==> src/logic/cmddec_macros.svh <==
// Command decode field codes
`ifndef CMDDEC_MACROS_SVH
`define CMDDEC_MACROS_SVH

// Field widths of the microinstruction
`define CMDDEC_COMM_W 5 // Command field
`define CMDDEC_IDBS_W 5 // IDB source select
`define CMDDEC_MIS_W  2 // Misc field
`define CMDDEC_PIL_W  4 // Priority interrupt level

// IDB source code that puts the register file on the bus
`define CMDDEC_IDBS_RF 5'h1e

// Command codes, all distinct
`define CMDDEC_COMM_OPCLCS 5'h0d // Operate on control store
`define CMDDEC_COMM_RWCS   5'h0e // Read or write control store
`define CMDDEC_COMM_VEX    5'h17 // Raise vector exception
`define CMDDEC_COMM_CLRVEX 5'h16 // Clear vector exception

// Misc qualifier for the raise command
`define CMDDEC_MIS_VEX 2'b10

`endif

==> src/logic/cmddec_pkg.sv <==
// Command decode field types
`include "cmddec_macros.svh"

package cmddec_pkg;

   // Microinstruction command field
   typedef logic [`CMDDEC_COMM_W-1:0] comm_t;

   // Source select for the internal data bus
   typedef logic [`CMDDEC_IDBS_W-1:0] idbs_t;

   // Misc field, qualifies some commands
   typedef logic [`CMDDEC_MIS_W-1:0] mis_t;

   // Current priority interrupt level
   typedef logic [`CMDDEC_PIL_W-1:0] pil_t;

endpackage

==> src/logic/cs_field_if.sv <==
// Microinstruction field bundle
`timescale 1ns/1ps

interface cs_field_if import cmddec_pkg::*; ();

   comm_t cs_comm; // Command field
   idbs_t cs_idbs; // IDB source select
   mis_t  cs_mis;  // Misc field
   logic  idb2;    // IDB bit 2, qualifies VEX
   logic  lcs_n;   // Low during a control-store cycle
   logic  wrtrf;   // Write register file

   // Driving side, fed from the top-level ports
   modport src (
      output cs_comm,
      output cs_idbs,
      output cs_mis,
      output idb2,
      output lcs_n,
      output wrtrf
   );

   // Decoder side
   modport dec (
      input cs_comm,
      input cs_idbs,
      input cs_mis,
      input idb2,
      input lcs_n,
      input wrtrf
   );

endinterface

==> src/logic/cache_level_decode.sv <==
// Cache and level zero decode
`timescale 1ns/1ps

module cache_level_decode import cmddec_pkg::*; (
   input  logic clk,
   input  logic rst_n,
   input  pil_t pil,    // Current interrupt level
   input  logic mreq_n, // Memory request, active low
   input  logic wca_n,  // Write cache, active low
   output logic cup,    // Cache update on read
   output logic cwr,    // Cache write, active high despite the sheet name
   output logic lev0    // Running at level zero
);

   logic mreq;    // Request active
   logic wca;     // Write access
   logic cup_d;
   logic cwr_d;
   logic lev0_d;

   assign mreq = ~mreq_n;
   assign wca  = ~wca_n;

   // Write hits the cache directly
   assign cwr_d = mreq & wca;

   // Read request refreshes the cache line
   assign cup_d = mreq & ~wca;

   // Level decode
   assign lev0_d = (pil == pil_t'(0));

   always_ff @(posedge clk) begin
      if (!rst_n) begin
         cup  <= 1'b0;
         cwr  <= 1'b0;
         lev0 <= 1'b0;
      end else begin
         cup  <= cup_d;
         cwr  <= cwr_d;
         lev0 <= lev0_d; // One cycle behind pil
      end
   end

endmodule

==> src/logic/cmddec.sv <==
// Command and IDB decode
`timescale 1ns/1ps

module cmddec import cmddec_pkg::*; (
   input  logic  clk,
   input  logic  rst_n,
   input  comm_t cs_comm,  // Microinstruction command
   input  idbs_t cs_idbs,  // IDB source select
   input  mis_t  cs_mis,   // Misc field
   input  logic  idb2,
   input  logic  lcs_n,    // Control-store cycle, active low
   input  logic  wrtrf,
   input  pil_t  pil,
   input  logic  mreq_n,
   input  logic  wca_n,
   input  logic  cgabrk_n,
   output logic  rrf_n,
   output logic  erf_n,
   output logic  opclcs,
   output logic  rwcs_n,
   output logic  vex,
   output logic  brk_n,
   output logic  cup,
   output logic  cwr,
   output logic  lev0
);

   // Field bundle for the two microinstruction decoders
   cs_field_if fields ();

   // Source side of the bundle
   assign fields.cs_comm = cs_comm;
   assign fields.cs_idbs = cs_idbs;
   assign fields.cs_mis  = cs_mis;
   assign fields.idb2    = idb2;
   assign fields.lcs_n   = lcs_n;
   assign fields.wrtrf   = wrtrf;

   // Register file strobes
   regfile_strobe_decode u_rf (
      .clk    (clk),
      .rst_n  (rst_n),
      .fields (fields.dec),
      .rrf_n  (rrf_n),
      .erf_n  (erf_n)
   );

   // Control store and vector exception
   comm_decode u_comm (
      .clk      (clk),
      .rst_n    (rst_n),
      .fields   (fields.dec),
      .cgabrk_n (cgabrk_n),
      .opclcs   (opclcs),
      .rwcs_n   (rwcs_n),
      .vex      (vex),
      .brk_n    (brk_n)
   );

   // Cache and level, plain ports
   cache_level_decode u_cache (
      .clk    (clk),
      .rst_n  (rst_n),
      .pil    (pil),
      .mreq_n (mreq_n),
      .wca_n  (wca_n),
      .cup    (cup),
      .cwr    (cwr),
      .lev0   (lev0)
   );

endmodule

==> src/logic/comm_decode.sv <==
// Command field decode
`timescale 1ns/1ps
`include "cmddec_macros.svh"

module comm_decode (
   input  logic    clk,
   input  logic    rst_n,
   cs_field_if.dec fields,
   input  logic    cgabrk_n, // Break request from the gate array
   output logic    opclcs,   // Operate on control store
   output logic    rwcs_n,   // Control-store read/write, active low
   output logic    vex,      // Sticky vector exception
   output logic    brk_n     // Break line
);

   logic is_opclcs; // Command hits
   logic is_rwcs;
   logic is_vex;
   logic is_clrvex;
   logic vex_set;   // Qualified raise
   logic vex_d;

   // Plain compares on the command field
   assign is_opclcs = (fields.cs_comm == `CMDDEC_COMM_OPCLCS);
   assign is_rwcs   = (fields.cs_comm == `CMDDEC_COMM_RWCS);
   assign is_vex    = (fields.cs_comm == `CMDDEC_COMM_VEX);
   assign is_clrvex = (fields.cs_comm == `CMDDEC_COMM_CLRVEX);

   // Raise needs the misc code and IDB2 as well
   assign vex_set = is_vex & (fields.cs_mis == `CMDDEC_MIS_VEX) & fields.idb2;

   // Set, clear or hold
   always_comb begin
      if (vex_set) begin
         vex_d = 1'b1;
      end else if (is_clrvex) begin
         vex_d = 1'b0;
      end else begin
         vex_d = vex; // Hold
      end
   end

   // Outputs one cycle after the fields
   always_ff @(posedge clk) begin
      if (!rst_n) begin
         opclcs <= 1'b0;
         rwcs_n <= 1'b1;
         vex    <= 1'b0; // No exception pending
      end else begin
         opclcs <= is_opclcs & ~fields.lcs_n; // Only in a CS cycle
         rwcs_n <= ~is_rwcs;
         vex    <= vex_d;
      end
   end

   // NAND of the inverted inputs, high if either source is high
   assign brk_n = ~(~cgabrk_n & ~vex);

endmodule

==> src/logic/regfile_strobe_decode.sv <==
// Register file strobe decode
`timescale 1ns/1ps
`include "cmddec_macros.svh"

module regfile_strobe_decode (
   input  logic           clk,
   input  logic           rst_n,
   cs_field_if.dec        fields,
   output logic           rrf_n, // Read register file, active low
   output logic           erf_n  // Enable register file write, active low
);

   logic rf_sel;   // Register file selected as IDB source
   logic cs_cycle; // Control-store cycle in progress
   logic rrf_d;
   logic erf_d;

   // Source decode
   assign rf_sel   = (fields.cs_idbs == `CMDDEC_IDBS_RF);
   assign cs_cycle = ~fields.lcs_n;

   // Both strobes blocked during control-store access
   assign rrf_d = rf_sel & ~cs_cycle;
   assign erf_d = fields.wrtrf & ~cs_cycle;

   // Registered strobes, one cycle behind the fields
   always_ff @(posedge clk) begin
      if (!rst_n) begin
         rrf_n <= 1'b1; // Idle high
         erf_n <= 1'b1;
      end else begin
         rrf_n <= ~rrf_d;
         erf_n <= ~erf_d;
      end
   end

endmodule

==> config.mk <==
export PLATFORM = sky130hd
export DESIGN_NAME = cmddec
export DESIGN_NICKNAME = d
export VERILOG_FILES = /design/src/logic/cmddec_pkg.sv /design/src/logic/cs_field_if.sv /design/src/logic/cache_level_decode.sv /design/src/logic/cmddec.sv /design/src/logic/comm_decode.sv /design/src/logic/regfile_strobe_decode.sv
export VERILOG_INCLUDE_DIRS = /design/src /design/src/logic
export SDC_FILE = /design/constraint.sdc
export NUM_CORES = 1
export LEC_CHECK = 0
export BUFFER_PORTS_ARGS = -buffer_cell sky130_fd_sc_hd__clkbuf_2
export CORE_AREA = 2 2 39 41
export DETAILED_ROUTE_END_ITERATION = 10
export DIE_AREA = 0 0 41 43
export GPL_ROUTABILITY_DRIVEN = 1
export SLEW_MARGIN = 5
export SYNTH_ARGS = -nofsm -noshare
export SYNTH_HDL_FRONTEND = slang
export SYNTH_HIERARCHICAL = 1
export SYNTH_SLANG_ARGS = --single-unit
==> constraint.sdc <==
create_clock -name clk -period 0.92 [get_ports clk]
set_input_delay 0.092 -clock clk [delete_from_list [all_inputs] [get_ports clk]]
set_output_delay 0.092 -clock clk [all_outputs]
set_load 0.02 [all_outputs]
==> key figures <==
Critical path
  • Crit path kind: reg2out
  • Depth of the worst register-to-register path: 3
  • Critical path cell sequence: or2_4 -> buf_8
  • Required arrival time at the worst endpoint: 830 ps
  • Cell type of the slowest stage on the worst timing path: sky130_fd_sc_hd__dfxtp_2
  • WP buf/inv: 1
  • Nature of the critical path endpoint: primary output
  • Top Family by Delay on Critical Path: flip-flops
  • R2R Path Start: u_comm/vex
  • Top fanout value on the critical path: 2
  • Critical path arrival: 910 ps
  • Reg2Reg Setup Slack: 160 ps
  • Type of origin of the critical path: flop
  • Worst reg2reg endpoint: u_comm/vex
  • Worst stage delay on the critical path: 310 ps

Detailed routing
  • Antenna-violating nets left: 0
  • Via count normalized by instance count: 4.09
  • Number of remaining DRC errors: 0
  • Drt wl/cell: 8.81 µm
  • DR vias: 315
  • Routed wire length: 678 µm
  • Starting DRC count in detailed routing: 3
  • First-pass iteration count of the detailed router: 4

Clock network
  • Num CTS Buffers: 3
  • CTS H-tree lvls: 1
  • Total of hold buffers inserted after clock tree synthesis: 0
  • Clock transition at the register clock pins on the worst setup and hold paths after CTS: 50 ps
  • CTS sink cnt: 8
  • Buffer count from post-CTS setup fixing: 0
  • Worst-skew pair later-pin latency: 250 ps
  • Clock Tree Root: sky130_fd_sc_hd__clkbuf_4
  • TritonCTS clock tree: yes
  • Deepest clock path buffer count: 2

Global routing
  • Vias in the first global route: 286
  • GR Overflow Total: 0
  • Pin count of the biggest net entering global routing: 8
  • GRT Total Usage: 0.0936
  • Wire length of the first global-routing pass: 1040 µm
  • Initial antenna violation count: 0

Cells and area
  • Post-layout net count: 87
  • Final standard cell utilization of the core: 0.371
  • Final instance area: 513 µm²
  • Post-route non-filler standard cell count: 77
  • Syn-to-layout area delta: 83.9%
  • Fraction of layout cells with a size suffix above 1: 0.623
  • Antenna diode count: 0

Worst hold path
  • Start point of the worst hold path: mreq_n
  • Path class of the lowest-slack min-delay path: in2reg
  • Worst Hold Depth: 2
  • Worst hold path endpoint: u_cache/cwr

STA
  • Sum of negative setup slack: -84.3 ps
  • Post-Route Hold Slack: 9.40 ps
  • Tmin final: 1000 ps
  • RSZ-0062 raised after global routing: yes
  • Worst setup margin: -84.3 ps
  • Worst-case headroom to the max-slew limit: 0.833
  • Clock Skew: 0 ps
  • Number of hold violations in the final report: 0
  • Transition at the pin with the smallest max-transition slack: 246 ps
  • Final period utilization: 1.09
  • Maximum frequency from static timing analysis: 996 MHz
  • Number of failing setup endpoints in the final timing report: 1
  • Final count of pins violating max slew: 0

Yosys
  • Main combinational cell family by area after synthesis: simple AND/OR/NAND/NOR gates
  • Synthesized-area fraction occupied by xor and xnor cells: 0
  • Post-Synthesis Cells: 25
  • Proportion of synthesized area in mux cells: 0.0359
  • Nets in the synthesized netlist: 49
  • Simple-gate portion of the synthesized area: 0.372
  • Adder and majority cell fraction of the synthesized area: 0
  • Number of distinct library cells after synthesis: 16
  • Average footprint of a synthesized cell: 11.2 µm²
  • Ys Warns: 6
  • Number of register bits inferred by synthesis: 8
  • Post-synthesis sequential area ratio: 0.574
  • Compound-gate portion of the synthesized area: 0.0179
  • Post-synthesis instance area: 279 µm²

Power and ir drop
  • Largest voltage drop on the vdd net: 642 µV
  • Switching Power: 155 µW
  • Clk pwr share: 0.365
  • Power consumption: 716 µW
  • Combinational cell fraction of total power: 0.138
  • Part of the power in registers: 0.496
  • Reported leakage power: 0.266 nW
  • Power density normalized to cell area: 1400 mW/mm²
  • Switching power share of the total: 0.217
  • Internal Power: 561 µW

Placed design
  • Total of buffers placed on input and output ports: 32
  • Post-Place Worst Slack: 35.8 ps
  • Total placed instance area: 467 µm²
  • Post-placement cell count: 74
  • Last weighted congestion value of the routability-driven placer: 0.653

Floorplan
  • Effective utilization at floorplan: 0.202
  • Number of primary I/O pins: 33
  • Die width: 41 µm
  • Core Rows: 14
  • Core footprint: 0.00138 mm²
  • Die Footprint: 0.00176 mm²
  • Chip height: 43 µm

Flow run
  • Maximum capacitance violations: 0

Status
  • Violated checks: setup timing
  • Outcome: finished, violations left
==> routing by layer <==
layer	vias up	routed length (µm)	global-route usage
met4	0	0	0.0800
met5	-	0	0
met2	16	327	0.134
met1	131	247	0.0906
li1	168	-	-
met3	0	103	0.0524
==> power by group through the flow <==
stage / Combinational (mW) / Sequential (mW) / Clock, mW
global placement: 0.0915 / 0.363 / 0
detailed placement: 0.0926 / 0.363 / 0
floorplan: 0.0192 / 0.372 / 0
CTS: 0.0988 / 0.355 / 0.273
finish: 0.0991 / 0.355 / 0.262
global route: 0.110 / 0.356 / 0.292
==> cells by family after synthesis <==
family and count (synthesis):
AND/OR/NAND/NOR 15, flip-flops 8, multiplexers 1, AO/OA/AOI/OAI 1
==> worst max-delay path by stage <==
stage | slack (ps) | startpoint | endpoint | depth (start not counted)
after floorplan | 90 | u_comm/vex | brk_n | 1
after global placement | 60 | rst_n | u_comm/rwcs_n | 3
after detailed placement | 40 | rst_n | u_comm/rwcs_n | 3
after CTS | -110 | u_comm/vex | brk_n | 2
after global routing | -130 | u_comm/vex | brk_n | 2
final | -80 | u_comm/vex | brk_n | 2
==> synthesized netlist by cell type <==
cell type	instances	area share
sky130_fd_sc_hd__nor4b_1	1	0.031
sky130_fd_sc_hd__mux2i_1	1	0.036
sky130_fd_sc_hd__nand2_1	1	0.013
sky130_fd_sc_hd__nor2_1	1	0.013
sky130_fd_sc_hd__o21ai_0	1	0.018
sky130_fd_sc_hd__nor3b_1	1	0.027
sky130_fd_sc_hd__nor4_1	1	0.022
sky130_fd_sc_hd__nand4_1	1	0.022
sky130_fd_sc_hd__and3b_1	2	0.063
sky130_fd_sc_hd__nand4b_1	2	0.063
sky130_fd_sc_hd__or3b_1	1	0.031
sky130_fd_sc_hd__dfxtp_1	8	0.57
sky130_fd_sc_hd__and2_1	1	0.022
sky130_fd_sc_hd__or2_2	1	0.022
sky130_fd_sc_hd__nand3_1	1	0.018
sky130_fd_sc_hd__or3_1	1	0.022
==> placed cells by master, fill, tap and decap left out <==
master,instances
sky130_fd_sc_hd__or2_4,1
sky130_fd_sc_hd__clkbuf_4,3
sky130_fd_sc_hd__nor3b_1,1
sky130_fd_sc_hd__and2_1,1
sky130_fd_sc_hd__or3_1,1
sky130_fd_sc_hd__and3b_1,2
sky130_fd_sc_hd__nand3_1,1
sky130_fd_sc_hd__o21ai_0,1
sky130_fd_sc_hd__nand2_1,1
sky130_fd_sc_hd__buf_4,1
sky130_fd_sc_hd__nand4_1,1
sky130_fd_sc_hd__nor4_1,1
sky130_fd_sc_hd__dfxtp_2,1
sky130_fd_sc_hd__clkbuf_2,30
sky130_fd_sc_hd__nand4b_1,2
sky130_fd_sc_hd__or3b_1,1
sky130_fd_sc_hd__buf_8,2
sky130_fd_sc_hd__dfxtp_1,7
sky130_fd_sc_hd__nor2_1,1
sky130_fd_sc_hd__nor4b_1,1
sky130_fd_sc_hd__mux2i_1,1
==> sequential cells by signal, indices dropped and copies added (netlist names) <==
signal	cells
u_cache/cup	1
u_cache/cwr	1
u_cache/lev0	1
u_comm/opclcs	1
u_comm/rwcs_n	1
u_comm/vex	1
u_rf/erf_n	1
u_rf/rrf_n	1
==> layout make-up <==
type,count,area (µm²)
Clock buffer,3,22.5
Fill cell,159,871
Multi-Input combinational cell,17,121
Sequential cell,8,161
Tap cell,16,20.0
Timing Repair Buffer,33,188
==> what timing repair did <==
| action | 4_1_cts | 5_1_grt |
|---|---|---|
| endpoints found under the setup margin | 2 | 2 |
| gates resized for setup | 6 | 2 |
| pin swaps | 1 | 0 |
Note: power is estimated with default switching activity, not from simulation.
